--- src/sdram_pkg.sv ---
`default_nettype none

package sdram_pkg;

    // device geometry.
    localparam int ROW_BITS = 13;
    localparam int COL_BITS = 9;
    localparam int BANK_BITS = 2;
    localparam int WORD_COL_BITS = 8; // two 16 bit beats per word.
    localparam int DQ_BITS = 16;
    localparam int DQM_BITS = 2;
    localparam int ADDR_BITS = ROW_BITS + BANK_BITS + WORD_COL_BITS;

    localparam int CAS_LATENCY = 2;
    localparam int ACTIVATE_LATENCY = 2;
    localparam int PRECHARGE_LATENCY = 2;
    localparam int AUTOREFRESH_LATENCY = 3;

    localparam int CLK_FREQUENCY = 50000000;
    localparam int INIT_CYCLES = CLK_FREQUENCY / 1000000 * 100; // 100 us.
    localparam int REFRESH_INTERVAL = CLK_FREQUENCY / 1000000 * 78 / 10; // 7.8 us.

    localparam logic [ROW_BITS-1:0] MODE_REGISTER_VALUE = 'h21; // cl 2, burst 2.
    localparam logic [ROW_BITS-1:0] AUTO_PRECHARGE = 'h400; // a10.

    // wait counts for the sequencer.
    localparam int LAT_BITS = 3;
    localparam logic [LAT_BITS-1:0] LAT_ACTIVATE = LAT_BITS'(ACTIVATE_LATENCY);
    localparam logic [LAT_BITS-1:0] LAT_PRECHARGE = LAT_BITS'(PRECHARGE_LATENCY);
    localparam logic [LAT_BITS-1:0] LAT_REFRESH = LAT_BITS'(AUTOREFRESH_LATENCY);
    localparam logic [LAT_BITS-1:0] LAT_MODE = LAT_BITS'(1);
    localparam logic [LAT_BITS-1:0] LAT_READ_DONE = LAT_BITS'(CAS_LATENCY + PRECHARGE_LATENCY);
    localparam logic [LAT_BITS-1:0] LAT_WRITE_DONE = LAT_BITS'(PRECHARGE_LATENCY + 1);

    localparam int TIMER_BITS = $clog2(INIT_CYCLES);
    localparam logic [TIMER_BITS-1:0] INIT_COUNT = TIMER_BITS'(INIT_CYCLES - 1);
    localparam logic [TIMER_BITS-1:0] REFRESH_COUNT = TIMER_BITS'(REFRESH_INTERVAL - 1);

    localparam int CAPTURE_SLOTS = CAS_LATENCY + 2;

    // {ncs, ras, cas, nwe}.
    typedef enum logic [3:0] {
        NOP       = 4'b0111,
        ACTIVATE  = 4'b0011,
        READ      = 4'b0101,
        WRITE     = 4'b0100,
        PRECHARGE = 4'b0010,
        REFRESH   = 4'b0001,
        LOAD_MODE = 4'b0000
    } sdram_cmd_e;

    typedef struct packed {
        logic [ROW_BITS-1:0]      row;
        logic [BANK_BITS-1:0]     bank;
        logic [WORD_COL_BITS-1:0] col;
    } sdram_addr_fields_t;

    typedef union packed {
        logic [ADDR_BITS-1:0] index; // linear word index from the host.
        sdram_addr_fields_t   fields;
    } sdram_addr_u;

    typedef struct packed {
        sdram_cmd_e           cmd;
        logic [ROW_BITS-1:0]  addr;
        logic [BANK_BITS-1:0] ba;
        logic                 cke;
        logic [DQM_BITS-1:0]  dqm;
        logic [DQ_BITS-1:0]   data_out;
        logic                 data_noe;
    } sdram_pins_t;

endpackage

`default_nettype wire

--- src/host_pkg.sv ---
`default_nettype none

package host_pkg;

    localparam int QUEUE_DEPTH = 8; // power of two, pointers wrap.
    localparam int TAG_BITS = 4;
    localparam int DATA_BITS = 32;

    localparam int PTR_BITS = $clog2(QUEUE_DEPTH);
    localparam int COUNT_BITS = $clog2(QUEUE_DEPTH + 1);
    localparam logic [COUNT_BITS-1:0] QUEUE_FULL = COUNT_BITS'(QUEUE_DEPTH);

    typedef struct packed {
        logic                   write;
        sdram_pkg::sdram_addr_u addr;
        logic [DATA_BITS-1:0]   wdata;
        logic [TAG_BITS-1:0]    tag;
    } host_req_t;

    typedef struct packed {
        logic [DATA_BITS-1:0] rdata;
        logic [TAG_BITS-1:0]  tag;
    } host_rsp_t;

endpackage

`default_nettype wire

--- src/sdram_req_queue.sv ---
`timescale 1ns/1ps
`default_nettype none

module sdram_req_queue (
    input  wire                 clk,
    input  wire                 reset,
    input  wire                 req_valid,
    input  wire host_pkg::host_req_t req,
    input  wire                 q_pop,
    output logic                q_valid,
    output host_pkg::host_req_t q_head,
    output logic                overflow
);

    host_pkg::host_req_t                mem [host_pkg::QUEUE_DEPTH];
    logic [host_pkg::PTR_BITS-1:0]      wr_ptr;
    logic [host_pkg::PTR_BITS-1:0]      rd_ptr;
    logic [host_pkg::COUNT_BITS-1:0]    count;
    logic                               full;
    logic                               push;
    logic                               pop;

    assign full = count == host_pkg::QUEUE_FULL;
    assign push = req_valid && !full;
    assign pop = q_pop && q_valid;
    assign q_valid = count != '0;
    assign q_head = mem[rd_ptr];

    always_ff @(posedge clk) begin
        if (push) begin
            mem[wr_ptr] <= req;
        end
    end

    always_ff @(posedge clk) begin
        if (reset) begin
            wr_ptr   <= '0;
            rd_ptr   <= '0;
            count    <= '0;
            overflow <= 1'b0;
        end else begin
            if (push) wr_ptr <= wr_ptr + 1'b1;
            if (pop) rd_ptr <= rd_ptr + 1'b1;
            if (push && !pop) begin
                count <= count + 1'b1;
            end else if (pop && !push) begin
                count <= count - 1'b1;
            end
            if (req_valid && full) overflow <= 1'b1; // strobe dropped.
        end
    end

endmodule

`default_nettype wire

--- src/sdram_refresh_timer.sv ---
`timescale 1ns/1ps
`default_nettype none

module sdram_refresh_timer (
    input  wire  clk,
    input  wire  reset,
    input  wire  refresh_ack,
    output logic init_wait_done,
    output logic refresh_due
);

    logic [sdram_pkg::TIMER_BITS-1:0] count;

    // one counter for the power-up wait, then the refresh period.
    always_ff @(posedge clk) begin
        if (reset) begin
            count          <= sdram_pkg::INIT_COUNT;
            init_wait_done <= 1'b0;
            refresh_due    <= 1'b0;
        end else begin
            if (refresh_ack) begin
                refresh_due <= 1'b0;
            end
            if (count == '0) begin
                count          <= sdram_pkg::REFRESH_COUNT;
                init_wait_done <= 1'b1;
                // init sequence does its own refreshes.
                if (init_wait_done) begin
                    refresh_due <= 1'b1; // at most one pending.
                end
            end else begin
                count <= count - 1'b1;
            end
        end
    end

endmodule

`default_nettype wire

--- src/sdram_cmd_sequencer.sv ---
`timescale 1ns/1ps
`default_nettype none

module sdram_cmd_sequencer (
    input  wire                           clk,
    input  wire                           reset,
    input  wire                           init_wait_done,
    input  wire                           refresh_due,
    output logic                          refresh_ack,
    input  wire                           q_valid,
    input  wire host_pkg::host_req_t      q_head,
    output logic                          q_pop,
    output sdram_pkg::sdram_pins_t        pins,
    output logic                          rd_issue,
    output logic [host_pkg::TAG_BITS-1:0] rd_tag,
    output logic                          ready
);

    typedef enum logic [2:0] {
        S_INIT_WAIT,
        S_INIT_PRECHARGE,
        S_INIT_REFRESH,
        S_INIT_MODE,
        S_IDLE,
        S_ACCESS,
        S_WRITE_HIGH
    } state_e;

    state_e                           state;
    logic [sdram_pkg::LAT_BITS-1:0]   lat_cnt;
    logic                             second_refresh;
    host_pkg::host_req_t              cur;
    logic [sdram_pkg::ROW_BITS-1:0]   col_addr;

    // even column of the word, a10 set for auto precharge.
    assign col_addr = sdram_pkg::AUTO_PRECHARGE
                    | {{(sdram_pkg::ROW_BITS - sdram_pkg::COL_BITS){1'b0}},
                       cur.addr.fields.col, 1'b0};

    always_ff @(posedge clk) begin
        if (reset) begin
            state          <= S_INIT_WAIT;
            lat_cnt        <= '0;
            second_refresh <= 1'b0;
            ready          <= 1'b0;
            q_pop          <= 1'b0;
            refresh_ack    <= 1'b0;
            rd_issue       <= 1'b0;
            pins.cmd       <= sdram_pkg::NOP;
            pins.cke       <= 1'b0;
            pins.dqm       <= '1;
            pins.data_noe  <= 1'b1;
        end else begin
            pins.cmd      <= sdram_pkg::NOP;
            pins.data_noe <= 1'b1;
            q_pop         <= 1'b0;
            refresh_ack   <= 1'b0;
            rd_issue      <= 1'b0;
            if (lat_cnt != '0) begin
                lat_cnt <= lat_cnt - 1'b1; // nops.
            end else begin
                case (state)
                    S_INIT_WAIT: begin
                        if (init_wait_done) begin
                            pins.cke <= 1'b1;
                            state    <= S_INIT_PRECHARGE;
                        end
                    end
                    S_INIT_PRECHARGE: begin
                        pins.cmd  <= sdram_pkg::PRECHARGE; // all banks.
                        pins.addr <= sdram_pkg::AUTO_PRECHARGE;
                        pins.ba   <= '0;
                        lat_cnt   <= sdram_pkg::LAT_PRECHARGE;
                        state     <= S_INIT_REFRESH;
                    end
                    S_INIT_REFRESH: begin
                        pins.cmd       <= sdram_pkg::REFRESH;
                        lat_cnt        <= sdram_pkg::LAT_REFRESH;
                        second_refresh <= 1'b1;
                        if (second_refresh) begin
                            state <= S_INIT_MODE;
                        end
                    end
                    S_INIT_MODE: begin
                        pins.cmd  <= sdram_pkg::LOAD_MODE;
                        pins.addr <= sdram_pkg::MODE_REGISTER_VALUE;
                        pins.ba   <= '0;
                        lat_cnt   <= sdram_pkg::LAT_MODE; // ready two cycles later.
                        state     <= S_IDLE;
                    end
                    S_IDLE: begin
                        ready    <= 1'b1;
                        pins.dqm <= '0;
                        if (refresh_due) begin
                            pins.cmd    <= sdram_pkg::REFRESH; // refresh wins.
                            refresh_ack <= 1'b1;
                            lat_cnt     <= sdram_pkg::LAT_REFRESH;
                        end else if (q_valid) begin
                            pins.cmd  <= sdram_pkg::ACTIVATE;
                            pins.addr <= q_head.addr.fields.row;
                            pins.ba   <= q_head.addr.fields.bank;
                            cur       <= q_head;
                            q_pop     <= 1'b1;
                            lat_cnt   <= sdram_pkg::LAT_ACTIVATE;
                            state     <= S_ACCESS;
                        end
                    end
                    S_ACCESS: begin
                        pins.addr <= col_addr;
                        if (cur.write) begin
                            pins.cmd      <= sdram_pkg::WRITE;
                            pins.data_out <= cur.wdata[sdram_pkg::DQ_BITS-1:0];
                            pins.data_noe <= 1'b0;
                            state         <= S_WRITE_HIGH;
                        end else begin
                            pins.cmd <= sdram_pkg::READ;
                            rd_issue <= 1'b1;
                            rd_tag   <= cur.tag;
                            lat_cnt  <= sdram_pkg::LAT_READ_DONE; // burst plus precharge.
                            state    <= S_IDLE;
                        end
                    end
                    S_WRITE_HIGH: begin
                        pins.data_out <= cur.wdata[2*sdram_pkg::DQ_BITS-1:sdram_pkg::DQ_BITS];
                        pins.data_noe <= 1'b0;
                        lat_cnt       <= sdram_pkg::LAT_WRITE_DONE;
                        state         <= S_IDLE;
                    end
                    default: state <= S_IDLE;
                endcase
            end
        end
    end

endmodule

`default_nettype wire

--- src/sdram_read_capture.sv ---
`timescale 1ns/1ps
`default_nettype none

module sdram_read_capture (
    input  wire                          clk,
    input  wire                          reset,
    input  wire                          rd_issue,
    input  wire [host_pkg::TAG_BITS-1:0] rd_tag,
    input  wire [sdram_pkg::DQ_BITS-1:0] sdram_data_in,
    output logic                         rsp_valid,
    output host_pkg::host_rsp_t          rsp
);

    logic [sdram_pkg::CAPTURE_SLOTS-1:0] valid_sr;
    logic [host_pkg::TAG_BITS-1:0]       tag_sr [sdram_pkg::CAPTURE_SLOTS];
    logic [sdram_pkg::DQ_BITS-1:0]       low_beat;
    logic [sdram_pkg::DQ_BITS-1:0]       high_beat;

    always_ff @(posedge clk) begin
        if (reset) begin
            valid_sr <= '0;
        end else begin
            valid_sr <= {valid_sr[sdram_pkg::CAPTURE_SLOTS-2:0], rd_issue};
        end
    end

    // slot i holds a read issued i+1 cycles ago.
    always_ff @(posedge clk) begin
        tag_sr[0] <= rd_tag;
        for (int i = 1; i < sdram_pkg::CAPTURE_SLOTS; i++) begin
            tag_sr[i] <= tag_sr[i-1];
        end
        if (valid_sr[sdram_pkg::CAS_LATENCY-1]) begin
            low_beat <= sdram_data_in;
        end
        if (valid_sr[sdram_pkg::CAS_LATENCY]) begin
            high_beat <= sdram_data_in;
        end
    end

    assign rsp_valid = valid_sr[sdram_pkg::CAPTURE_SLOTS-1];
    assign rsp.rdata = {high_beat, low_beat};
    assign rsp.tag = tag_sr[sdram_pkg::CAPTURE_SLOTS-1];

endmodule

`default_nettype wire

--- src/sdram_subsystem.sv ---
`timescale 1ns/1ps
`default_nettype none

module sdram_subsystem (
    input  wire                            clk,
    input  wire                            reset,
    input  wire                            req_valid,
    input  wire host_pkg::host_req_t       req,
    output logic                           rsp_valid,
    output host_pkg::host_rsp_t            rsp,
    output logic                           ready,
    output logic                           overflow,
    output logic                           sdram_clk,
    output logic                           sdram_cke,
    output logic [sdram_pkg::ROW_BITS-1:0]  sdram_address,
    output logic [sdram_pkg::BANK_BITS-1:0] sdram_ba,
    output logic                           sdram_ncs,
    output logic                           sdram_ras,
    output logic                           sdram_cas,
    output logic                           sdram_nwe,
    output logic [sdram_pkg::DQM_BITS-1:0]  sdram_dqm,
    output logic [sdram_pkg::DQ_BITS-1:0]   sdram_data_out,
    output logic                           sdram_data_noe,
    input  wire [sdram_pkg::DQ_BITS-1:0]    sdram_data_in
);

    logic                          q_valid;
    logic                          q_pop;
    host_pkg::host_req_t           q_head;
    logic                          init_wait_done;
    logic                          refresh_due;
    logic                          refresh_ack;
    sdram_pkg::sdram_pins_t        pins;
    logic                          rd_issue;
    logic [host_pkg::TAG_BITS-1:0] rd_tag;

    sdram_req_queue u_req_queue (
        .clk       (clk),
        .reset     (reset),
        .req_valid (req_valid),
        .req       (req),
        .q_pop     (q_pop),
        .q_valid   (q_valid),
        .q_head    (q_head),
        .overflow  (overflow)
    );

    sdram_refresh_timer u_refresh_timer (
        .clk            (clk),
        .reset          (reset),
        .refresh_ack    (refresh_ack),
        .init_wait_done (init_wait_done),
        .refresh_due    (refresh_due)
    );

    sdram_cmd_sequencer u_cmd_sequencer (
        .clk            (clk),
        .reset          (reset),
        .init_wait_done (init_wait_done),
        .refresh_due    (refresh_due),
        .refresh_ack    (refresh_ack),
        .q_valid        (q_valid),
        .q_head         (q_head),
        .q_pop          (q_pop),
        .pins           (pins),
        .rd_issue       (rd_issue),
        .rd_tag         (rd_tag),
        .ready          (ready)
    );

    sdram_read_capture u_read_capture (
        .clk           (clk),
        .reset         (reset),
        .rd_issue      (rd_issue),
        .rd_tag        (rd_tag),
        .sdram_data_in (sdram_data_in),
        .rsp_valid     (rsp_valid),
        .rsp           (rsp)
    );

    assign sdram_clk = clk; // device runs on the controller clock.
    assign sdram_cke = pins.cke;
    assign sdram_address = pins.addr;
    assign sdram_ba = pins.ba;
    assign {sdram_ncs, sdram_ras, sdram_cas, sdram_nwe} = pins.cmd;
    assign sdram_dqm = pins.dqm;
    assign sdram_data_out = pins.data_out;
    assign sdram_data_noe = pins.data_noe;

endmodule

`default_nettype wire

--- config.mk ---
export PLATFORM = sky130hd
export DESIGN_NAME = sdram_subsystem
export DESIGN_NICKNAME = d
export VERILOG_FILES = /design/src/sdram_pkg.sv /design/src/host_pkg.sv /design/src/sdram_req_queue.sv /design/src/sdram_refresh_timer.sv /design/src/sdram_cmd_sequencer.sv /design/src/sdram_read_capture.sv /design/src/sdram_subsystem.sv
export SDC_FILE = /design/constraint.sdc
export NUM_CORES = 1
export LEC_CHECK = 0
export ABC_CLOCK_PERIOD_IN_PS = 10700
export BUFFER_PORTS_ARGS = -buffer_cell sky130_fd_sc_hd__buf_4
export CORE_UTILIZATION = 50
export CTS_BUF_LIST = sky130_fd_sc_hd__clkbuf_16
export CTS_CLUSTER_DIAMETER = 100
export DETAILED_ROUTE_END_ITERATION = 16
export PLACE_DENSITY = 0.68
export REMOVE_ABC_BUFFERS = 1
export SLEW_MARGIN = 30
export SYNTH_ARGS = -nofsm -noshare
export SYNTH_HDL_FRONTEND = slang
export SYNTH_SLANG_ARGS = --single-unit
export TNS_END_PERCENT = 20
--- constraint.sdc ---
create_clock -name clk -period 10.7 [get_ports clk]
set_input_delay 0.535 -clock clk [delete_from_list [all_inputs] [get_ports clk]]
set_output_delay 0.535 -clock clk [all_outputs]
set_load 0.02 [all_outputs]
# After elaboration in Yosys (flattened, before gate mapping)
# Memory sizes are Yosys's and may differ from the RTL's. A register that Yosys moved wholly into a read port is not among the register bits.
# Cells that the tools add are included.
# totals
register_bits	161
mem_bits_rw	496
input_bits	79
output_inout_bits	79
wordCells	125
memories	2
# classes
n_addsub	6
n_eq_ne	14
mux	33
n_bitwise	6
reduce_logical	34
# mem_list
memory	words	width	read_ports	rd_ports_with_merged_regs	wr	line	source
u_req_queue.mem	8	60	1	1	1	sdram_req_queue.sv:15	host_pkg::host_req_t mem [host_pkg::QUEUE_DEPTH];
u_read_capture.tag_sr	4	4	4	0	4	sdram_read_capture.sv:15	logic [host_pkg::TAG_BITS-1:0] tag_sr [sdram_pkg::CAPTURE_SLOTS];
# ops
operator	n
13-bit case mux with 4 select lines	1
17-bit case mux with 2 select lines	1
3-bit two-way mux	10
3-bit case mux with 5 select lines	2
4-bit case mux with 5 select lines	1
5-bit AND reduction	4
18-bit two-way mux	1
17-bit two-way mux	1
15-bit two-way mux	1
13-bit zero test	1
13-bit two-way mux	1
13-bit by 1-bit subtractor with 13-bit output, second input constant	1
4-bit two-way mux	3
3-bit == test, second input constant	3
1-bit two-way mux	9
4-bit AND reduction	2
4-bit nonzero test	2
2-bit OR reduction	4
3-bit by 1-bit adder with 3-bit output, second input constant	2
3-bit by 2-bit == test with 1-bit output, second input constant	2
2-bit inequality test, second input constant	3
1-bit inverter	6
3-bit AND reduction	2
2-bit nonzero test	3
other kinds (18)	27

# Depth between registers and ports, before layout
# Gate-level depths: netlist (run 1).
# depth
ltp_word	7
mapped_depth	10
depth_no_buf	10

# Hierarchy
# From an unflattened synthesis (run 1), not the netlist that was laid out.
# hier_totals
hier_cells	1143
hier_area_um2	24572.3
# by_module_without_submodules
module	n_inst	cells_each	area_per_inst_um2	seq_area_each_um2
sdram_req_queue	1	769	18809.3	14694.1
sdram_cmd_sequencer	1	245	3703.6	2742.6
sdram_read_capture	1	56	1386.3	1361.3
sdram_refresh_timer	1	72	665.6	300.3
sdram_subsystem	1	1	7.5	0.0

==> flow_metrics.tcl, run 1 <==
set metrics [dict create \
    status "completed" \
    io_pins 158 \
    die_y_microns 221.7 \
    cp_top_family "buffers and inverters" \
    clk_pin_slew_ns 0.06 \
    syn-instance-count 1123 \
    critPathArrivalTime_ns 5.74 \
    num_antenna_cells 0 \
    tns_ns 0 \
    fillers 3430 \
    cts_tree "done" \
    coreArea_sq_mm 0.04765 \
    vias 11260 \
    dpl.hpwl_mm 24.16 \
    synth_area_sq_mm 0.02414 \
    worst-path-buf-inv 3 \
    hp-class "in2reg" \
    wl_mm 47.03 \
    avgSynthCellArea_sq_um 21.50 \
    clock_latency_ns 0.71 \
    synth_seq_cells 658 \
    port-buffer-count 156 \
    peakVddDrop_uv 171.0 \
    crit_path_frequent_cell "clkbuf_16" \
    yosysUniqueCellTypes 53 \
    end_kind "primary output" \
    relSlewSlack_pct 36.26 \
    finalClockSkew_ns 0.02298 \
    max_stage_delay_ns 0.15 \
    synth_flop_cell "edfxtp_1" \
    drt_first_pass_iters 5 \
    hold_viol_final 0 \
    rsz0062_at_grt "no" \
    drc 0 \
    drive_gt1_share_pct 33.77 \
    synth-edff-count 592 \
    startpoint_type "clock port" \
    final_common_cell "edfxtp_1" \
    antenna_left 0 \
    dp.cells 1857 \
    worstMarginPinSlew_ns 0.9550 \
    area_growth_pct 17.64 \
    cts_setup_buffers 0 \
    ys.warnings.count 0 \
    cp.required_ns 10.17 \
    grt_pass1_vias 11790 \
    grt_usage_pct 19.82 \
    maxCapViolations 0 \
    mostFrequentLayoutCells "edfxtp_1 (592), buf_4 (161), mux4_2 (120)" \
    die_w_microns 221.7 \
    path_cells "clkbuf_16 > clkbuf_16 > buf_4" \
    rows 80 \
    p_leak_nw 9.287 \
    die_area_sq_mm 0.04916 \
    ys_async_sr_fraction_pct 0 \
    wire_per_inst_microns 23.72 \
    powerDensity_mw_per_mm2 199.0 \
    globalRoute.totalOverflow 0 \
    vias_per_cell 5.676 \
    gp_congestion 0.8334 \
    finalMaxSlewViolations 0 \
    start_util_pct 50.67 \
    nets 1407 \
    finalSetupViolations 0 \
    grt_pass1_wl_mm 72.09 \
    yosysSeqAreaShare_pct 79.11 \
    grt_max_degree 63 \
    drtIter0Drc 844 \
    crit_path_max_fanout 2 \
    setup.worst_path.class "clk2out" \
    final_cells 1983 \
    antenna_found_initial 2 \
    slowest_stage "buf_4" \
]
-- worst reg2reg max path, delay by kind of cell (launching register included) --
| family | cells | cell delay, ns |
|---|---|---|
| AO/OA/AOI/OAI | 3 | 0.47 |
| multiplexers | 1 | 0.35 |
| adder cells (fa/ha/maj) | 2 | 0.51 |
| AND/OR/NAND/NOR | 2 | 0.96 |
| buffers and inverters | 2 | 0.30 |
| flip-flops | 1 | 0.37 |
-- worst paths after layout --
kind | from | end | slack, ns | cells past startpoint
max | clk | sdram_clk | 4.42 | 3
min reg2reg | u_read_capture.tag_sr[0][3]$_DFF_P_ | u_read_capture.tag_sr[1][3]$_DFF_P_ | 0.32 | 0
max reg2reg | u_req_queue.count[0]$_SDFFE_PP0P_ | u_req_queue.count[3]$_SDFFE_PP0P_ | 7.62 | 10
min | sdram_data_in[1] | u_read_capture.low_beat[1]$_DFFE_PP_ | 0.03 | 1
-- cell usage after synthesis (6+ instances only) --
cell type  instances  area share, %
a221o_1            7           0.29
buf_2             16           0.33
ha_1               8           0.41
dfxtp_1           66            5.5
inv_1             11           0.17
o21ai_0            9           0.19
xor2_1             9           0.33
nor3_1            11           0.23
clkbuf_1          27           0.42
a31oi_1            6           0.16
a22o_1            16           0.58
edfxtp_1         592             74
mux4_2           120             11
mux2i_1            8           0.33
a21oi_1           11           0.23
nor2b_1            8           0.21
xnor2_1            7           0.25
nor2_1            46           0.72
and3_1            12           0.31
nand2_1           23           0.36
nand3_1            9           0.19
mux2_2            46            2.1
-- power breakdown --
part	switching [W]	internal [W]
Combinational	0.000182	0.000122
Clock	0.000960	0.00144
Sequential	0.0000345	0.00292
-- final cells by class --
class | instances | area [sq um] | area share (%)
clock inverter | 49 | 462.9 | 1.630
clock buffer | 74 | 1834 | 6.459
sequential | 658 | 19110 | 67.28
multi-input combinational | 401 | 4811 | 16.94
inverter | 11 | 41.29 | 0.1454
tap | 615 | 769.5 | 2.709
timing repair buffer | 175 | 1374 | 4.837
-- kinds of logic after synthesis --
family                     synth area share (%)
DFF                                       79.11
and+or+nand+nor                           2.856
other                                   0.01553
AOI/OAI and AO/OA                         2.078
adders and majority gates                0.4976
muxes                                     13.67
buffers and inverters                     1.187
xor gates and xnor gates                 0.5805
-- per-stage QoR --
| step | hold slack (ns) | setup WS, ns | util, % | area (sq um) | power [W] |
|---|---|---|---|---|---|
| after detailed placement | 0.3121 | 4.681 | 54.71 | 26070 | 0.003322 |
| after global placement | 0.3108 | 4.681 | 54.59 | 26010 | 0.003303 |
| after CTS | 0.0003432 | 4.417 | 59.60 | 28390 | 0.005709 |
| after global routing | 0.002009 | 4.417 | 59.61 | 28400 | 0.005833 |
| after floorplan | 0.3096 | 3.687 | - | 23900 | 0.003190 |
| final | 0.03092 | 4.422 | 59.61 | 28400 | 0.005651 |
-- state kept, by name (all words and copies together), names as in the netlist, 3 cells and up, named ones only --
register	flops
u_cmd_sequencer.state	3
u_req_queue.wr_ptr	3
u_req_queue.rd_ptr	3
u_read_capture.tag_sr	16
u_read_capture.valid_sr	4
u_cmd_sequencer.rd_tag	4
u_read_capture.low_beat	16
u_cmd_sequencer.pins	37
u_req_queue.mem	480
u_read_capture.high_beat	16
u_cmd_sequencer.lat_cnt	3
u_req_queue.count	4
u_cmd_sequencer.cur	37
u_refresh_timer.count	13
u_cmd_sequencer.col_addr	8
-- metal layers --
metal	wire length [microns]	global-route usage, %
met5	27	0
met4	1205	6.452
met3	2956	4.877
met2	23010	31.76
met1	19830	26.91
-- repair_timing --
item                      CTS  global route
hold endpoints to repair    7             0
hold buffers                4             0
gates resized for setup     0             0
Power figures use the tool's default switching activity.
==> inputs of run 2 (changes only) <==
Settings changed: ABC_AREA set to 1, ABC_CLOCK_PERIOD_IN_PS 10700 to 5150, PLACE_DENSITY 0.68 to 0.7.
Clock period 10.7 ns to 5.15 ns, I/O delays scaled along.
==> run 2 against run 1 <==
Hold slack better by 0.26 ns. Non-clock buffer count up 85. First-iteration DRC count up 86%. Core utilization up 0.95 points. Power up 100%. Cell area up 4.6%. Worst setup slack worse by 2.5 ns. Combinational power up 85%. Via count up 40%.
==> flow_metrics.tcl, run 2 <==
set metrics [dict create \
    cp.required_ns 4.89 \
    startpoint_type "clock port" \
    setup.worst_path.class "clk2out" \
    finalMaxSlewViolations 0 \
    die_area_sq_mm 0.05078 \
    max_stage_delay_ns 0.14 \
    hold_end "u_read_capture.low_beat[14]$_DFFE_PP_" \
    io_pins 158 \
    cp_top_family "buffers and inverters" \
    ff2ff_path_depth 4 \
    crit_path_max_fanout 2 \
    die_w_microns 225.3 \
    ys.warnings.count 0 \
    status "completed" \
    holdBufCountCts 78 \
    grt_pass1_wl_mm 86.68 \
    hp-class "in2reg" \
    min-delay-start "sdram_data_in[14]" \
    end_kind "primary output" \
    hold_viol_final 0 \
    syn-instance-count 1901 \
    mostFrequentLayoutCells "edfxtp_1 (592), nor2_1 (351), nand2_1 (223)" \
    drive_gt1_share_pct 13.85 \
    slowest_stage "buf_4" \
    dpl.hpwl_mm 29.75 \
    synth_seq_cells 658 \
    drt_first_pass_iters 5 \
    antenna_found_initial 6 \
    largest_reg_flops 480 \
    reg.largest.list "u_req_queue.mem: 480 flops, u_cmd_sequencer.cur: 37 flops, u_cmd_sequencer.pins: 37 flops" \
    finalClockSkew_ns 0.02887 \
    nets 2215 \
    start_util_pct 50.84 \
    final_common_cell "edfxtp_1" \
    globalRoute.totalOverflow 0 \
    yosysUniqueCellTypes 35 \
    cts_setup_buffers 0 \
    ys_async_sr_fraction_pct 0 \
    cts_tree "done" \
    synth_common_cells "edfxtp_1 (592), nor2_1 (360), nand2_1 (223)" \
    rows 81 \
    clock_latency_ns 0.71 \
    synth_area_sq_mm 0.02494 \
    critPathArrivalTime_ns 2.97 \
    clk_pin_slew_ns 0.06 \
    grt_max_degree 132 \
    post-route-util_pct 60.56 \
    fillers 3739 \
    port-buffer-count 156 \
    top_register "u_req_queue.mem" \
    rsz0062_at_grt "no" \
    gp_congestion 0.8258 \
    maxCapViolations 0 \
    drc 0 \
    r2r-start "u_cmd_sequencer.state[0]$_SDFFE_PP0P_" \
    r2r_end "u_cmd_sequencer.pins[10]$_DFFE_PP_" \
    synth-edff-count 592 \
    worst-path-buf-inv 3 \
    vias 15720 \
    synth_top_area_cell "edfxtp_1" \
    yosysMostFrequentCell "edfxtp_1" \
    avgSynthCellArea_sq_um 13.12 \
    crit_path_frequent_cell "clkbuf_16" \
    r2r_slack_ns 2.27 \
    tns_ns 0 \
    relSlewSlack_pct 34.20 \
    wire_per_inst_microns 19.92 \
    synth_top_area_share_pct 71.28 \
    powerDensity_mw_per_mm2 381.1 \
    area_growth_pct 19.10 \
    post_cts_resized 0 \
    path_cells "clkbuf_16 > clkbuf_16 > buf_4" \
    grt_pass1_vias 15590 \
    peakVddDrop_uv 285.1 \
    worstMarginPinSlew_ns 0.9855 \
    p_leak_nw 10.51 \
    drtIter0Drc 1572 \
    antenna_left 0 \
    coreArea_sq_mm 0.04905 \
    worstHoldPathCells 2 \
    synth_area_leaders "edfxtp_1 (71%), nor2_1 (5.4%), dfxtp_1 (5.3%)" \
    vias_per_cell 5.521 \
    finalSetupViolations 0 \
    synth_flop_cell "edfxtp_1" \
    grt_usage_pct 22.56 \
    die_y_microns 225.3 \
    wl_mm 56.73 \
    yosysSeqAreaShare_pct 76.58 \
]
-- run 2: layer usage --
| layer | share of wire [%] | wire length (microns) | GRT usage [%] |
|---|---|---|---|
| met4 | 2.7 | 1539 | 9.480 |
| met3 | 7.9 | 4492 | 4.107 |
| met2 | 49 | 27660 | 37.65 |
| met5 | 0.044 | 25 | 0 |
| met1 | 41 | 23020 | 29.10 |
-- run 2: power breakdown --
group | internal (W) | switching [W]
logic | 0.000204 | 0.000358
clock network | 0.00279 | 0.00195
registers | 0.00598 | 0.0000433
total | 0.00897 | 0.00235
-- run 2: worst register-to-register path, cell delays in order (launching register included) --
cell,delay (ns)
dfxtp_1,0.56
nand3_1,0.26
inv_2,0.66
o21ai_0,0.28
nor2_4,0.73
-- run 2: how the worst max path moves through the flow --
stage,slack (ns),end,startpoint,depth (start not counted)
CTS,1.92,sdram_clk,clk,3
floorplan,-1.90,u_cmd_sequencer.pins[27]$_DFFE_PP_,flop,7
finish,1.93,sdram_clk,clk,3
global placement,2.18,sdram_clk,clk,1
detailed placement,2.18,sdram_clk,clk,1
global route,1.92,sdram_clk,clk,3
-- run 2: stage by stage --
step	instance area (sq um)	instances	setup slack (ns)	power (W)	hold WS, ns
6_report	29700	2848	1.926	0.01132	0.2903
5_1_grt	29700	2848	1.919	0.01168	0.2802
4_1_cts	29690	2844	1.921	0.01140	0.2615
3_5_place_dp	26750	2642	2.184	0.006666	0.3121
3_3_place_gp	26640	2638	2.184	0.006637	0.3110
2_1_floorplan	24330	1795	-1.897	0.006416	0.2575
-- run 2: final cells by class --
cell class	instances	area [sq um]	share of cell area [%]
Antenna cell	4	10.01	0.03370
Clock buffer	75	1859	6.259
Sequential cell	658	19110	64.32
Clock inverter	50	314.1	1.057
Timing Repair Buffer	260	2268	7.637
Multi-Input combinational cell	1083	5102	17.18
Inverter	54	212.7	0.7161
Tap cell	664	830.8	2.797
-- run 2: cells by family after synthesis --
kind of cell	after synthesis	share of synthesized area [%]
simple gates	645	10.11
flops	658	76.58
xor+xnor	8	0.2809
fa+ha+maj	9	0.4816
compound gates	420	9.256
buf+inv	160	3.276
other cells	1	0.01504
